### config.mk
export PLATFORM = sky130hd
export DESIGN_NAME = ahb_bus_m3s3
export DESIGN_NICKNAME = d
export VERILOG_FILES = /design/src/source/ahb_pkg.sv /design/src/source/ahb_arbiter.sv /design/src/source/ahb_master_mux.sv /design/src/source/ahb_decoder.sv /design/src/source/ahb_response_mux.sv /design/src/source/ahb_default_slave.sv /design/src/source/ahb_bus_m3s3.sv
export SDC_FILE = /design/constraint.sdc
export NUM_CORES = 1
export LEC_CHECK = 0
export ABC_AREA = 1
export BUFFER_PORTS_ARGS = -buffer_cell sky130_fd_sc_hd__buf_2
export CAP_MARGIN = 20
export CORE_AREA = 2 2 183 185
export CTS_BUF_LIST = sky130_fd_sc_hd__clkbuf_16
export DETAILED_ROUTE_END_ITERATION = 7
export DIE_AREA = 0 0 185 187
export GPL_TIMING_DRIVEN = 0
export SYNTH_ARGS = -nofsm -noshare
export SYNTH_HDL_FRONTEND = slang
export SYNTH_SLANG_ARGS = --single-unit
### constraint.sdc
create_clock -name HCLK -period 2.95 [get_ports HCLK]
set_input_delay 0.4425 -clock HCLK [delete_from_list [all_inputs] [get_ports HCLK]]
set_output_delay 0.4425 -clock HCLK [all_outputs]
set_load 0.01 [all_outputs]
### src/source/ahb_pkg.sv
// shared AHB fabric types, sizes and address map; imported by every fabric module and the testbench
package ahb_pkg;

  // ----------------------------------------------------------------------
  // bus sizes
  // ----------------------------------------------------------------------
  localparam int num_masters = 3;
  localparam int num_slaves  = 3;
  localparam int addr_w      = 32;
  localparam int data_w      = 32;
  localparam int master_id_w = 4;

  // ----------------------------------------------------------------------
  // address map, index 0 is the rightmost word
  // ----------------------------------------------------------------------
  localparam logic [num_slaves-1:0][addr_w-1:0] slave_base = {
    32'h2000_0000,
    32'h1000_0000,
    32'h0000_0000
  };

  localparam logic [num_slaves-1:0][addr_w-1:0] slave_size = {
    32'h0001_0000,
    32'h0001_0000,
    32'h0001_0000
  };

  // ----------------------------------------------------------------------
  // encodings
  // ----------------------------------------------------------------------
  typedef enum logic [1:0] {
    trans_idle   = 2'b00,
    trans_busy   = 2'b01,
    trans_nonseq = 2'b10,
    trans_seq    = 2'b11
  } htrans_e;

  typedef enum logic [1:0] {
    resp_okay  = 2'b00,
    resp_error = 2'b01,
    resp_retry = 2'b10,
    resp_split = 2'b11
  } hresp_e;

  typedef logic [2:0] hsize_t;
  typedef logic [2:0] hburst_t;
  typedef logic [3:0] hprot_t;

  // address phase as seen by the slaves
  typedef struct packed {
    logic [addr_w-1:0] haddr;
    htrans_e           htrans;
    logic              hwrite;
    hsize_t            hsize;
    hburst_t           hburst;
    hprot_t            hprot;
  } ahb_addr_t;

  // slave response toward the masters
  typedef struct packed {
    logic [data_w-1:0] hrdata;
    hresp_e            hresp;
    logic              hready;
  } ahb_resp_t;

  typedef struct packed {
    logic                  dflt;  // default slave
    logic [num_slaves-1:0] slv;
  } slave_sel_t;

endpackage

### src/source/ahb_arbiter.sv
// fixed-priority bus arbiter with rotation mask; drives grant, master number and master lock
`timescale 1ns/1ps

module ahb_arbiter (
  input  logic                            HCLK,
  input  logic                            HRESETn,
  input  logic [ahb_pkg::num_masters-1:0] busreq,   // bit 0 wins
  input  logic [ahb_pkg::num_masters-1:0] lock,
  input  logic                            hready,
  output logic [ahb_pkg::num_masters-1:0] grant,
  output logic [ahb_pkg::master_id_w-1:0] hmaster,
  output logic                            hmastlock
);
  import ahb_pkg::*;

  typedef enum logic {st_ready, st_stay} arb_state_e;

  arb_state_e             state;
  logic [num_masters-1:0] mask;        // set bit skips that master
  logic [num_masters-1:0] unmasked;
  logic [master_id_w-1:0] owner;
  logic                   owner_req;
  logic                   owner_lock;

  function automatic logic [num_masters-1:0] pick_lowest(input logic [num_masters-1:0] req);
    return req & (~req + num_masters'(1));
  endfunction

  function automatic logic [master_id_w-1:0] encode(input logic [num_masters-1:0] onehot);
    logic [master_id_w-1:0] idx;
    idx = '0;
    for (int i = num_masters - 1; i >= 0; i--) begin
      if (onehot[i]) begin
        idx = master_id_w'(i);
      end
    end
    return idx;
  endfunction

  assign owner     = encode(grant);
  assign owner_req = |(busreq & grant);
  assign unmasked  = busreq & ~mask;

  always_comb begin
    owner_lock = 1'b0;
    for (int i = 0; i < num_masters; i++) begin
      if (owner == master_id_w'(i)) begin
        owner_lock = lock[i];
      end
    end
  end

  always_ff @(posedge HCLK or negedge HRESETn) begin
    if (!HRESETn) begin
      grant     <= '0;
      hmaster   <= '0;
      hmastlock <= 1'b0;
      mask      <= '0;
      state     <= st_ready;
    end else if (hready) begin
      hmaster   <= owner;        // one accepted cycle behind grant
      hmastlock <= owner_lock;
      case (state)
        st_ready: begin
          if (|busreq) begin
            grant <= pick_lowest(busreq);
            mask  <= '0;
            state <= st_stay;
          end
        end
        st_stay: begin
          if (busreq == '0) begin
            grant <= '0;
            mask  <= '0;
            state <= st_ready;
          end else if (!owner_req) begin
            if (unmasked == '0) begin
              grant <= pick_lowest(busreq);  // everyone masked, start over
              mask  <= '0;
            end else begin
              grant <= pick_lowest(unmasked);
              mask  <= mask | grant;         // old owner waits its turn
            end
          end
        end
        default: begin
          grant <= '0;
          state <= st_ready;
        end
      endcase
    end
  end

endmodule

### src/source/ahb_master_mux.sv
// master-to-slave multiplexer; address phase by current master, write data by data-phase master
`timescale 1ns/1ps

module ahb_master_mux (
  input  logic                            HCLK,
  input  logic                            HRESETn,
  input  logic                            hready,
  input  logic [ahb_pkg::master_id_w-1:0] hmaster,
  input  ahb_pkg::ahb_addr_t              m_addr  [ahb_pkg::num_masters],
  input  logic [ahb_pkg::data_w-1:0]      m_wdata [ahb_pkg::num_masters],
  output ahb_pkg::ahb_addr_t              addr,
  output logic [ahb_pkg::data_w-1:0]      wdata
);
  import ahb_pkg::*;

  logic [master_id_w-1:0] hmaster_q;  // owner of the data phase

  always_ff @(posedge HCLK or negedge HRESETn) begin
    if (!HRESETn) begin
      hmaster_q <= '0;
    end else if (hready) begin
      hmaster_q <= hmaster;
    end
  end

  // ----------------------------------------------------------------------
  // address phase, no latency
  // ----------------------------------------------------------------------
  always_comb begin
    addr = '0;                        // idle transfer for an unknown master
    for (int i = 0; i < num_masters; i++) begin
      if (hmaster == master_id_w'(i)) begin
        addr = m_addr[i];
      end
    end
  end

  // ----------------------------------------------------------------------
  // data phase
  // ----------------------------------------------------------------------
  always_comb begin
    wdata = '0;
    for (int i = 0; i < num_masters; i++) begin
      if (hmaster_q == master_id_w'(i)) begin
        wdata = m_wdata[i];
      end
    end
  end

endmodule

### src/source/ahb_decoder.sv
// address decoder; maps an address onto the slave selects, with remap swapping slaves 0 and 1
`timescale 1ns/1ps

module ahb_decoder (
  input  logic [ahb_pkg::addr_w-1:0]     haddr,
  input  logic                           remap,
  output logic [ahb_pkg::num_slaves-1:0] sel,
  output logic                           sel_default
);
  import ahb_pkg::*;

  logic [num_slaves-1:0] hit;

  always_comb begin
    for (int i = 0; i < num_slaves; i++) begin
      hit[i] = (haddr - slave_base[i]) < slave_size[i];  // no wrap at the top
    end
  end

  always_comb begin
    sel = hit;
    if (remap) begin
      sel[0] = hit[1];
      sel[1] = hit[0];
    end
  end

  assign sel_default = ~|hit;   // outside the map

endmodule

### src/source/ahb_response_mux.sv
// slave-to-master multiplexer; routes the response of the slave chosen in the last accepted phase
`timescale 1ns/1ps

module ahb_response_mux (
  input  logic                           HCLK,
  input  logic                           HRESETn,
  input  logic [ahb_pkg::num_slaves-1:0] sel,
  input  logic                           sel_default,
  input  ahb_pkg::ahb_resp_t             s_resp [ahb_pkg::num_slaves],
  input  ahb_pkg::ahb_resp_t             dflt_resp,
  output ahb_pkg::ahb_resp_t             resp
);
  import ahb_pkg::*;

  slave_sel_t sel_d;
  slave_sel_t sel_q;   // data-phase select

  assign sel_d = {sel_default, sel};

  always_ff @(posedge HCLK or negedge HRESETn) begin
    if (!HRESETn) begin
      sel_q <= '0;
    end else if (resp.hready) begin
      sel_q <= sel_d;
    end
  end

  // ----------------------------------------------------------------------
  // response routing
  // ----------------------------------------------------------------------
  always_comb begin
    resp.hrdata = '0;             // nothing selected answers okay
    resp.hresp  = resp_okay;
    resp.hready = 1'b1;
    if (sel_q.dflt) begin
      resp = dflt_resp;
    end
    for (int i = 0; i < num_slaves; i++) begin
      if (sel_q.slv[i]) begin
        resp = s_resp[i];
      end
    end
  end

endmodule

### src/source/ahb_default_slave.sv
// default slave; answers transfers outside the address map with a two-cycle error response
`timescale 1ns/1ps

module ahb_default_slave (
  input  logic                HCLK,
  input  logic                HRESETn,
  input  logic                sel,
  input  ahb_pkg::htrans_e    htrans,
  input  logic                hwrite,
  input  logic                hready,
  output ahb_pkg::ahb_resp_t  resp
);
  import ahb_pkg::*;

  typedef enum logic [1:0] {st_idle, st_write_err, st_read_err} dflt_state_e;

  dflt_state_e state;
  hresp_e      hresp_q;
  logic        hready_q;
  logic        start;

  // active transfer accepted this cycle
  assign start = sel && hready && (htrans == trans_nonseq || htrans == trans_seq);

  always_ff @(posedge HCLK or negedge HRESETn) begin
    if (!HRESETn) begin
      state    <= st_idle;
      hresp_q  <= resp_okay;
      hready_q <= 1'b1;
    end else begin
      case (state)
        st_idle: begin
          if (start) begin
            hready_q <= 1'b0;       // first error cycle
            hresp_q  <= resp_error;
            state    <= hwrite ? st_write_err : st_read_err;
          end else begin
            hready_q <= 1'b1;
            hresp_q  <= resp_okay;
          end
        end
        st_write_err, st_read_err: begin
          hready_q <= 1'b1;         // second error cycle
          hresp_q  <= resp_error;
          state    <= st_idle;
        end
        default: begin
          hready_q <= 1'b1;
          hresp_q  <= resp_okay;
          state    <= st_idle;
        end
      endcase
    end
  end

  assign resp = '{hrdata: {data_w{1'b0}}, hresp: hresp_q, hready: hready_q};

endmodule

### src/source/ahb_bus_m3s3.sv
// three-master, three-slave AHB fabric top; connects arbiter, muxes, decoder and default slave
`timescale 1ns/1ps

module ahb_bus_m3s3 (
  input  logic                            HCLK,
  input  logic                            HRESETn,
  input  logic [ahb_pkg::num_masters-1:0] m_busreq,
  input  logic [ahb_pkg::num_masters-1:0] m_lock,
  output logic [ahb_pkg::num_masters-1:0] m_grant,
  input  ahb_pkg::ahb_addr_t              m_addr  [ahb_pkg::num_masters],
  input  logic [ahb_pkg::data_w-1:0]      m_wdata [ahb_pkg::num_masters],
  output ahb_pkg::ahb_resp_t              m_resp,
  output ahb_pkg::ahb_addr_t              s_addr,
  output logic [ahb_pkg::data_w-1:0]      s_wdata,
  output logic                            s_hready,
  output logic [ahb_pkg::master_id_w-1:0] s_master,
  output logic                            s_mastlock,
  output logic [ahb_pkg::num_slaves-1:0]  s_sel,
  input  ahb_pkg::ahb_resp_t              s_resp  [ahb_pkg::num_slaves],
  input  logic                            remap
);
  import ahb_pkg::*;

  logic      hready;      // global ready from the response mux
  logic      sel_dflt;
  ahb_resp_t dflt_resp;

  assign hready   = m_resp.hready;
  assign s_hready = hready;

  // ----------------------------------------------------------------------
  // master side
  // ----------------------------------------------------------------------
  ahb_arbiter u_arbiter (
    .HCLK      (HCLK),
    .HRESETn   (HRESETn),
    .busreq    (m_busreq),
    .lock      (m_lock),
    .hready    (hready),
    .grant     (m_grant),
    .hmaster   (s_master),
    .hmastlock (s_mastlock)
  );

  ahb_master_mux u_master_mux (
    .HCLK    (HCLK),
    .HRESETn (HRESETn),
    .hready  (hready),
    .hmaster (s_master),
    .m_addr  (m_addr),
    .m_wdata (m_wdata),
    .addr    (s_addr),
    .wdata   (s_wdata)
  );

  // ----------------------------------------------------------------------
  // slave side
  // ----------------------------------------------------------------------
  ahb_decoder u_decoder (
    .haddr       (s_addr.haddr),
    .remap       (remap),
    .sel         (s_sel),
    .sel_default (sel_dflt)
  );

  ahb_response_mux u_response_mux (
    .HCLK        (HCLK),
    .HRESETn     (HRESETn),
    .sel         (s_sel),
    .sel_default (sel_dflt),
    .s_resp      (s_resp),
    .dflt_resp   (dflt_resp),
    .resp        (m_resp)
  );

  ahb_default_slave u_default_slave (
    .HCLK    (HCLK),
    .HRESETn (HRESETn),
    .sel     (sel_dflt),
    .htrans  (s_addr.htrans),
    .hwrite  (s_addr.hwrite),
    .hready  (hready),
    .resp    (dflt_resp)
  );

endmodule

Word-level counts from Yosys, hierarchy flattened
Index checks and enable logic that the tools add are counted.
{ "totals": {"input_bits": 345, "word_cells": 92, "register_bits": 24, "out_inout_bits": 124} }
{ "op_classes": {"n_eq_ne": 13, "mux": 37, "order_cmp": 3, "n_reduce_logical": 15, "bitwise": 9, "add_sub_neg": 4} }
{ "op_table": {"columns": ["operator", "n"], "rows": [
  ["45-bit 2-to-1 mux", 3],
  ["35-bit 2-to-1 mux", 3],
  ["32-bit by 17-bit less-than comparator with 1-bit output, second input constant", 3],
  ["32-bit 2-to-1 mux", 3],
  ["32-bit by 29-bit subtractor with 32-bit output, second input constant", 1],
  ["32-bit by 30-bit subtractor with 32-bit output, second input constant", 1],
  ["3-bit 2-to-1 mux", 8],
  ["3-bit AND", 4],
  ["4-bit by 1-bit equality test with 1-bit output, second input constant", 3],
  ["4-bit by 2-bit equality test with 1-bit output, second input constant", 3],
  ["4-bit logical NOT", 3],
  ["2-bit 2-to-1 mux", 6],
  ["3-bit one-hot mux with 2 select lines", 2],
  ["3-bit NOT", 3],
  ["3-bit OR reduction", 3],
  ["1-bit 2-to-1 mux", 8],
  ["4-bit 2-to-1 mux", 2],
  ["3-bit by 1-bit adder with 3-bit output, second input constant", 2],
  ["2-bit equality test, second input constant", 3],
  ["3-bit logical NOT", 2],
  ["2-bit by 1-bit != test with 1-bit output, second input constant", 2],
  ["1-bit one-hot mux with 2 select lines", 2],
  ["3-bit != test, second input constant", 1],
  ["3-bit OR", 1],
  ["8 further kinds", 9]
]} }

Longest topological paths before layout
Gate-level depths: netlist of run 1.
{ "logic_depth": {"word_depth": 12, "mapped_depth": 17, "ltp_nobuf": 17} }

Hierarchy
Synthesis of run 1 repeated with hierarchy kept, for this count alone.
{ "hier_totals": {"hier_cells": 859, "hier_area_um2": 4735.8} }
{ "modules_own_cells": {"columns": ["mod", "area_per_inst_um2", "n_inst", "cells_each"], "rows": [
  ["ahb_master_mux", 1981.9, 1, 375],
  ["ahb_response_mux", 1442.6, 1, 293],
  ["ahb_arbiter", 611.8, 1, 86],
  ["ahb_default_slave", 442.9, 1, 52],
  ["ahb_decoder", 249.0, 1, 52],
  ["ahb_bus_m3s3", 7.5, 1, 1]
]} }

Worst setup path before layout of run 1
No wires, ideal clock.
{ "synth_timing": {"path_kind": "register -> output", "start": "register u_arbiter.hmaster[1] (netlist name)", "end": "output port s_sel[1] (netlist name)", "n_path_buf": 1, "path_stages_with_launch": 14, "arrival_ns": 1.948, "path_slack_ns": 0.559, "required_ns": 2.508, "path_cell_list": "dfrtp_1 > nor2_2 > buf_6 > nand2_1 > nand3_1 > inv_1 > ha_1 > inv_1 > nand2_1 > nand2_1 > nand4_1 > nor2_2 > nor2_1 > a21oi_2"} }
{ "synth_rtl": {"columns": ["element", "line_no", "rtl"], "rows": [
  ["start, declared", "ahb_arbiter.sv:11", "output logic [ahb_pkg::master_id_w-1:0] hmaster,"],
  ["start signal, assigned", "ahb_arbiter.sv:61", "hmaster <= owner;"],
  ["end, declared", "ahb_bus_m3s3.sv:18", "output logic [ahb_pkg::num_slaves-1:0] s_sel,"]
]} }

==> flow_metrics.py, run 1 <==
metrics = {
    "placed_design": {
        "port_buffers": 466,
        "dp.cells": 1554,
        "place_hpwl_mm": 19.6,
        "placed_cell_area_sq_mm": 0.00621,
        "gp_congestion": 0.868,
        "dp_slack_ns": 0.0435,
    },
    "sta": {
        "min_period_ns": 2.84,
        "hold_viol": 0,
        "layout_setup_ws_ns": 0.110,
        "clock-skew-final_ns": 0.00559,
        "hold_slack_ns": 0.137,
        "finalCritPeriodShare": 0.963,
        "final-max-slew-violation-count": 0,
        "relSlewSlack": 0.647,
        "max_freq_mhz": 352,
        "tightest_slew_ns": 0.529,
        "setup_viol": 0,
        "rsz0062_at_grt": "yes",
    },
    "setup_path": {
        "cp.arrival_ns": 2.40,
        "cpMostUsedCell": "buf_2",
        "cp_top_family": "buffers and inverters",
        "crit_path_end_kind": "primary output",
        "startpoint_type": "flip-flop",
        "critPathBufInv": 3,
        "crit_type": "reg -> out",
        "crit_path_max_fanout": 10,
        "cp_cell_sequence": "buf_2, nor2_1, clkbuf_1, a22oi_1, o21ai_0, buf_2",
        "max_stage_delay_ns": 0.45,
        "slowest_stage": "clkbuf_1",
        "required_ns": 2.51,
    },
    "routing": {
        "first_pass_iters": 7,
        "drt_iter0_drc": 268,
        "vias_per_cell": 3.95,
        "wl_per_cell_um": 14.0,
        "drc_errors": 0,
        "ant_nets": 0,
        "dr_total_vias": 6190,
        "drt-total-wl_mm": 22.0,
    },
    "global_routing": {
        "met3_usage": 0.0267,
        "antenna_found_initial": 8,
        "use_met1": 0.128,
        "grt_first_pass_wirelength_mm": 30.8,
        "grt_max_degree": 21,
        "grt_busiest_layer": "met2",
        "met2_usage": 0.212,
        "grtUsageTotal": 0.116,
        "first_global_vias": 5711,
        "grt-ovfl-total": 0,
    },
    "cells_and_area": {
        "nFillCells": 3838,
        "area.growth.synth_to_final_pct": 93.8,
        "fin_util": 0.195,
        "fin_nets": 1466,
        "layout-drive-gt1-share": 0.458,
        "instances_no_fill": 1569,
        "final_cell_area_sq_mm": 0.00641,
    },
    "clock_network": {
        "cts-root-buf": "clkbuf_16",
        "cts_tree": "yes",
        "htree_levels": 1,
        "cts.clk_slew.worst_paths_ns": 0.06,
        "cts_sinks": 20,
        "numCtsBuffers": 3,
        "worstSkewPairLatency_ns": 0.25,
        "ctsLongestPathBuffers": 2,
        "hold_buffers": 0,
    },
    "die": {
        "start_util": 0.101,
        "die_w_um": 185,
        "rows": 67,
        "ios": 469,
        "die-height_um": 187,
        "die_area_sq_mm": 0.0346,
        "core_sq_mm": 0.0329,
    },
    "run": {
        "max_cap_violations": 0,
    },
    "power_and_ir_drop": {
        "p_leak_nw": 3.57,
        "ir_worst_vdd_v": 0.000368,
        "p_per_area_mw_per_mm2": 703,
    },
    "logic_synthesis": {
        "ys_top_cells_by_area": "nand2_1 32%, nand3_1 15%, dfrtp_1 14%, a22oi_1 7.7%, o21ai_0 7.4%",
        "synth_top_area_frac": 0.321,
        "avgSynthCellArea_sq_um": 5.18,
        "ys_ff_latch": 20,
        "synth.distinct_cells": 34,
        "synth_cells": 639,
        "synth_area_sq_mm": 0.00331,
        "yosysSeqAreaShare": 0.152,
        "yosys.area.top_type": "nand2_1",
        "ys_warn_count": 0,
    },
    "status": {
        "outcome": "finished clean",
    },
    "min_path": {
        "hold_path_class": "in -> async",
    },
}
## metrics by stage
step,total power [mW],TNS [ns]
3_3_place_gp,4.08,0
4_1_cts,4.45,0
2_1_floorplan,2.53,0
6_report,4.51,0
3_5_place_dp,4.12,0
5_1_grt,4.99,-0.0695
## logic make-up (layout without fill, tap and decap cells)
logic type	count (synthesis)	after routing	share of synthesized area
compound gates	99	99	0.186
fa+ha+maj	4	4	0.0151
simple gates	430	430	0.539
buf+inv	85	561	0.107
flops	20	20	0.152
other cells	1	7	0.00113
## metal layers
metal  routed length [um]  up-vias
li1                     -     3058
met1                 8530     2745
met2                10700      337
met3                 1860       44
met4                  876        6
met5                   40        -
## cell usage after synthesis, drive strengths merged
master,number
a21oi,7
ha,4
buf,11
or2,1
a21boi,1
nor2,37
dfrtp,19
o311ai,1
dfstp,1
inv,43
o211ai,1
clkbuf,31
nand2,284
nand3,100
o21ai,51
nor3,3
nand4,4
o21a,1
nand3b,1
conb,1
a22oi,34
o221ai,1
a41oi,1
o2111ai,1
## worst register-to-register path, delay by kind of cell (launching register included)
family | cells | cell delay [ns]
fa+ha+maj | 1 | 0.20
flops | 1 | 0.47
buf+inv | 2 | 0.26
simple gates | 13 | 1.40
## registers in the layout, summed over array words and instances (netlist names)
name and cells:
u_default_slave.hresp_q 1, u_arbiter.mask 3, u_master_mux.hmaster_q 2, u_arbiter.hmastlock 1, u_default_slave.state 2, u_arbiter.hmaster 2, u_arbiter.grant 3, u_arbiter.state 1
u_response_mux.sel_q 4, u_default_slave.hready_q 1
## where the power goes
group	leakage, nW	switching (mW)	internal [mW]	total, mW
clock network	0.0423	0.0983	0.180	0.279
registers	0.248	0.0978	0.383	0.481
logic	3.28	2.31	1.44	3.75
total	3.57	2.51	2.00	4.51
## cell usage in the layout (no fill, tap or decap), drive strengths merged, types with 7 or more instances in the layout
cell | synthesis | routed
a21oi | 7 | 7
a22oi | 34 | 34
buf | 11 | 482
clkbuf | 31 | 35
dfrtp | 19 | 19
inv | 43 | 43
nand2 | 284 | 284
nand3 | 100 | 100
nor2 | 37 | 37
o21ai | 51 | 51
## final timing paths
check / from / end / slack, ns / cells after the start
max: u_response_mux.sel_q[1] / m_resp[8] / 0.11 / 6
min in group HCLK: m_busreq[2] / u_arbiter.grant[2] / 0.49 / 3
max in group asynchronous: HRESETn / u_default_slave.hready_q / 2.46 / 1
min: HRESETn / u_arbiter.grant[2] / 0.14 / 1
min reg2reg: u_arbiter.mask[0] / u_arbiter.mask[0] / 0.49 / 2
max reg2reg: u_arbiter.hmaster[1] / u_default_slave.state[0] / 0.57 / 16
## final cells by class
| cell class | count | area (sq um) | share of cell area |
|---|---|---|---|
| tap | 448 | 561 | 0.0874 |
| multi-input combinational | 535 | 2490 | 0.388 |
| sequential | 20 | 504 | 0.0786 |
| buffer | 42 | 211 | 0.0330 |
| clock inverter | 1 | 3.75 | 0.000585 |
| clock buffer | 3 | 75.1 | 0.0117 |
| timing repair buffer | 472 | 2390 | 0.373 |
| inverter | 43 | 166 | 0.0259 |
| antenna | 5 | 12.5 | 0.00195 |
## what timing repair did
action	in CTS	in global routing
pin swaps	2	3
cloned	0	0
setup endpoints to repair	23	8
gates resized for setup	9	17
buffers inserted	0	6
Note: power is estimated with default switching activity, not from simulation.
==> run 2, diff against run 1 <==
--- a/config.mk
+++ b/config.mk
@@ -5,13 +5,12 @@
 export SDC_FILE = /design/constraint.sdc
 export NUM_CORES = 1
 export LEC_CHECK = 0
-export ABC_AREA = 1
-export BUFFER_PORTS_ARGS = -buffer_cell sky130_fd_sc_hd__buf_2
+export BUFFER_PORTS_ARGS = -buffer_cell sky130_fd_sc_hd__buf_4
 export CAP_MARGIN = 20
-export CORE_AREA = 2 2 183 185
+export CORE_AREA = 2 2 181 183
 export CTS_BUF_LIST = sky130_fd_sc_hd__clkbuf_16
 export DETAILED_ROUTE_END_ITERATION = 7
-export DIE_AREA = 0 0 185 187
+export DIE_AREA = 0 0 183 185
 export GPL_TIMING_DRIVEN = 0
 export SYNTH_ARGS = -nofsm -noshare
 export SYNTH_HDL_FRONTEND = slang
==> flow_metrics.py, run 2 <==
metrics = {
    "status": {
        "outcome": "complete, but fails checks",
        "violations": "negative setup slack",
    },
    "cells_and_area": {
        "fin_nets": 1338,
        "nFillCells": 3562,
        "layout.cells.most_common": "buf_4",
        "final_cell_mix": "483 x buf_4, 107 x nand2_1, 104 x o21ai_0",
        "layout-drive-gt1-share": 0.550,
        "largest_reg_flops": 4,
        "multi_input_area_sq_mm": 0.00291,
        "regMostFlops": "u_response_mux.sel_q",
        "fin_util": 0.249,
        "final-seq-area_sq_um": 504,
        "reg_top3": "u_response_mux.sel_q: 4 flops, u_arbiter.grant: 3 flops, u_arbiter.mask: 3 flops",
        "area.growth.synth_to_final_pct": 131,
    },
    "setup_path": {
        "max_stage_delay_ns": 0.56,
        "slowest_stage": "or4_4",
        "cp.arrival_ns": 2.70,
        "crit_path_end_kind": "primary output",
        "crit_type": "reg -> out",
        "critPathBufInv": 3,
        "crit_path_max_fanout": 6,
        "cp_top_family": "simple AND/OR/NAND/NOR gates",
        "cp_cell_sequence": "buf_12, buf_12, mux2i_1, o2bb2ai_1, or4_4, or3_4, nor4_4, buf_4",
        "startpoint_type": "flip-flop",
        "cpMostUsedCell": "buf_12",
        "required_ns": 2.51,
    },
    "routing": {
        "wl_per_cell_um": 16.5,
        "drt-total-wl_mm": 23.0,
        "drc_errors": 0,
        "dr_total_vias": 5794,
        "vias_per_cell": 4.15,
        "dr_wl_met2_mm": 11.9,
        "wl_met3_mm": 1.39,
        "met1_length_mm": 9.23,
        "first_pass_iters": 5,
        "ant_nets": 0,
        "drt_iter0_drc": 237,
        "top_layer_used": "met4",
    },
    "logic_synthesis": {
        "ys_warn_count": 0,
        "ys_top_cells_by_area": "mux2i_1 22%, o21ai_0 15%, dfrtp_1 14%, nand2_1 12%, a22oi_1 7.2%",
        "async_reset_ff_frac": 1.00,
        "synth.distinct_cells": 47,
        "yosysMostFrequentCell": "nand2_1",
        "avgSynthCellArea_sq_um": 6.85,
        "ys_ff_latch": 20,
        "synth_edf_count": 0,
        "yosys.area.top_type": "mux2i_1",
        "synth_area_sq_mm": 0.00345,
        "yosysSeqAreaShare": 0.145,
        "synth_ff_type": "dfrtp_1",
        "synthTopCellsByCount": "107 x nand2_1, 104 x o21ai_0, 77 x mux2i_1, 33 x a22oi_1, 32 x clkbuf_1",
        "synth_cells": 504,
        "synth_top_area_frac": 0.223,
    },
    "sta": {
        "hold_viol": 0,
        "clock-skew-final_ns": 0.00765,
        "max_freq_mhz": 318,
        "finalCritPeriodShare": 1.07,
        "tightest_slew_ns": 0.828,
        "layout_setup_ws_ns": -0.196,
        "rsz0062_at_grt": "yes",
        "setup_viol": 3,
        "min_period_ns": 3.15,
        "relSlewSlack": 0.448,
        "final-max-slew-violation-count": 0,
    },
    "power_and_ir_drop": {
        "combPwrFrac": 0.833,
        "internal-power_mw": 2.80,
        "p_leak_nw": 3.60,
        "power_switching_mw": 2.46,
        "total_power_mw": 5.25,
        "seq_power_share": 0.093,
        "p_per_area_mw_per_mm2": 658,
        "p_clk_frac": 0.073,
        "ir_worst_vdd_v": 0.000420,
        "switching_share": 0.468,
    },
    "min_path": {
        "hold_path_class": "in -> async",
    },
    "clock_network": {
        "cts_tree": "yes",
        "htree_levels": 1,
        "cts_sinks": 20,
        "worstSkewPairLatency_ns": 0.26,
        "hold_buffers": 0,
        "cts-root-buf": "clkbuf_16",
        "ctsLongestPathBuffers": 2,
        "numCtsBuffers": 3,
        "cts.clk_slew.worst_paths_ns": 0.07,
    },
    "global_routing": {
        "grtUsageTotal": 0.122,
        "grt_first_pass_wirelength_mm": 32.1,
        "grt-ovfl-total": 0,
        "antenna_found_initial": 1,
        "grt_max_degree": 21,
        "first_global_vias": 5712,
    },
    "run": {
        "max_cap_violations": 0,
    },
    "placed_design": {
        "place_hpwl_mm": 19.7,
        "port_buffers": 466,
        "gp_congestion": 0.950,
    },
    "die": {
        "rows": 66,
        "die_w_um": 183,
        "ios": 469,
        "core_sq_mm": 0.0320,
        "die_area_sq_mm": 0.0339,
        "start_util": 0.108,
        "die-height_um": 185,
    },
}
-- run 2: changes by cell type in the layout (fill, tap and decap cells not counted), moves of 6 or more --
cell / previous run / this run
mux2i_1: 0 / 69
buf_4: 11 / 483
inv_1: 41 / 14
o2bb2ai_1: 0 / 6
o21ai_0: 49 / 104
nor2_1: 32 / 12
nor2b_1: 0 / 8
o2bb2ai_2: 0 / 6
nand2_1: 281 / 107
buf_2: 466 / 1
nand3_1: 97 / 0
-- run 2: final timing paths --
check / from / to / slack, ns / cells past startpoint
hold / removal: HRESETn / u_response_mux.sel_q[2] / 0.07 / 1
setup reg to reg: u_arbiter.hmaster[0] / u_default_slave.state[0] / 0.17 / 12
max in group asynchronous: HRESETn / u_default_slave.hready_q / 2.60 / 1
hold reg to reg: u_arbiter.hmastlock / u_arbiter.hmastlock / 0.52 / 2
setup / recovery: u_arbiter.hmaster[0] / s_sel[1] / -0.20 / 8
min in group HCLK: m_busreq[1] / u_arbiter.grant[1] / 0.49 / 3
-- run 2: repair_timing --
item                                    CTS  global route
endpoints found under the setup margin   33            40
gates cloned                              1             0
gates resized for setup                  35            28
pin swaps                                 9            10
buffers inserted                         12             5
-- run 2: cell type report --
| type | instances | area share |
|---|---|---|
| diodes | 1 | 0.000314 |
| repair buffers | 483 | 0.459 |
| flip-flops and latches | 20 | 0.0632 |
| inverters | 14 | 0.00658 |
| clock inverters | 1 | 0.00376 |
| well taps | 408 | 0.0640 |
| clock buffers | 3 | 0.00941 |
| multi-input cells | 422 | 0.364 |
| plain buffers | 45 | 0.0288 |
-- run 2: through the flow --
| stage | TNS, ns | cell area, sq um | worst slack [ns] | instances | hold WS (ns) |
|---|---|---|---|---|---|
| floorplan | 0 | 3460 | 0.0254 | 505 | 0.147 |
| global placement | -5.21 | 7470 | -0.464 | 1379 | 0.348 |
| detailed placement | -5.92 | 7470 | -0.506 | 1379 | 0.355 |
| CTS | -0.889 | 7870 | -0.337 | 1395 | 0.0777 |
| global route | -0.826 | 7980 | -0.287 | 1396 | 0.0844 |
| finish | -0.468 | 7980 | -0.196 | 1397 | 0.0666 |
-- run 2: metal layers --
metal,track usage,vias to the layer above
li1,-,2796
met1,0.149,2693
met2,0.227,278
met3,0.0134,27
met4,0.0346,0
met5,0,-
-- run 2: power groups by stage --
stage               Sequential (mW)  Combinational, mW  Clock [mW]
finish                        0.490               4.38       0.385
global route                  0.512               4.72       0.404
CTS                           0.501               4.28       0.392
detailed placement            0.506               3.94           0
global placement              0.501               3.90           0
floorplan                     0.472               2.00           0
-- run 2: worst reg2reg max path, delay by kind of cell, from the launching register on --
family / cells / cell delay [ns]
AOI/OAI and AO/OA: 5 / 0.74
xor gates and xnor gates: 1 / 0.18
and+or+nand+nor: 1 / 0.46
DFF: 1 / 0.37
muxes: 1 / 0.26
adders and majority gates: 1 / 0.23
buffers and inverters: 3 / 0.43
-- run 2: kinds of logic after synthesis --
group,after synthesis,synth area share
other,1,0.00109
AOI/OAI and AO/OA,184,0.324
adders and majority gates,4,0.0145
buffers and inverters,63,0.0804
muxes,82,0.239
xor gates and xnor gates,2,0.00507
and+or+nand+nor,148,0.190
DFF,20,0.145
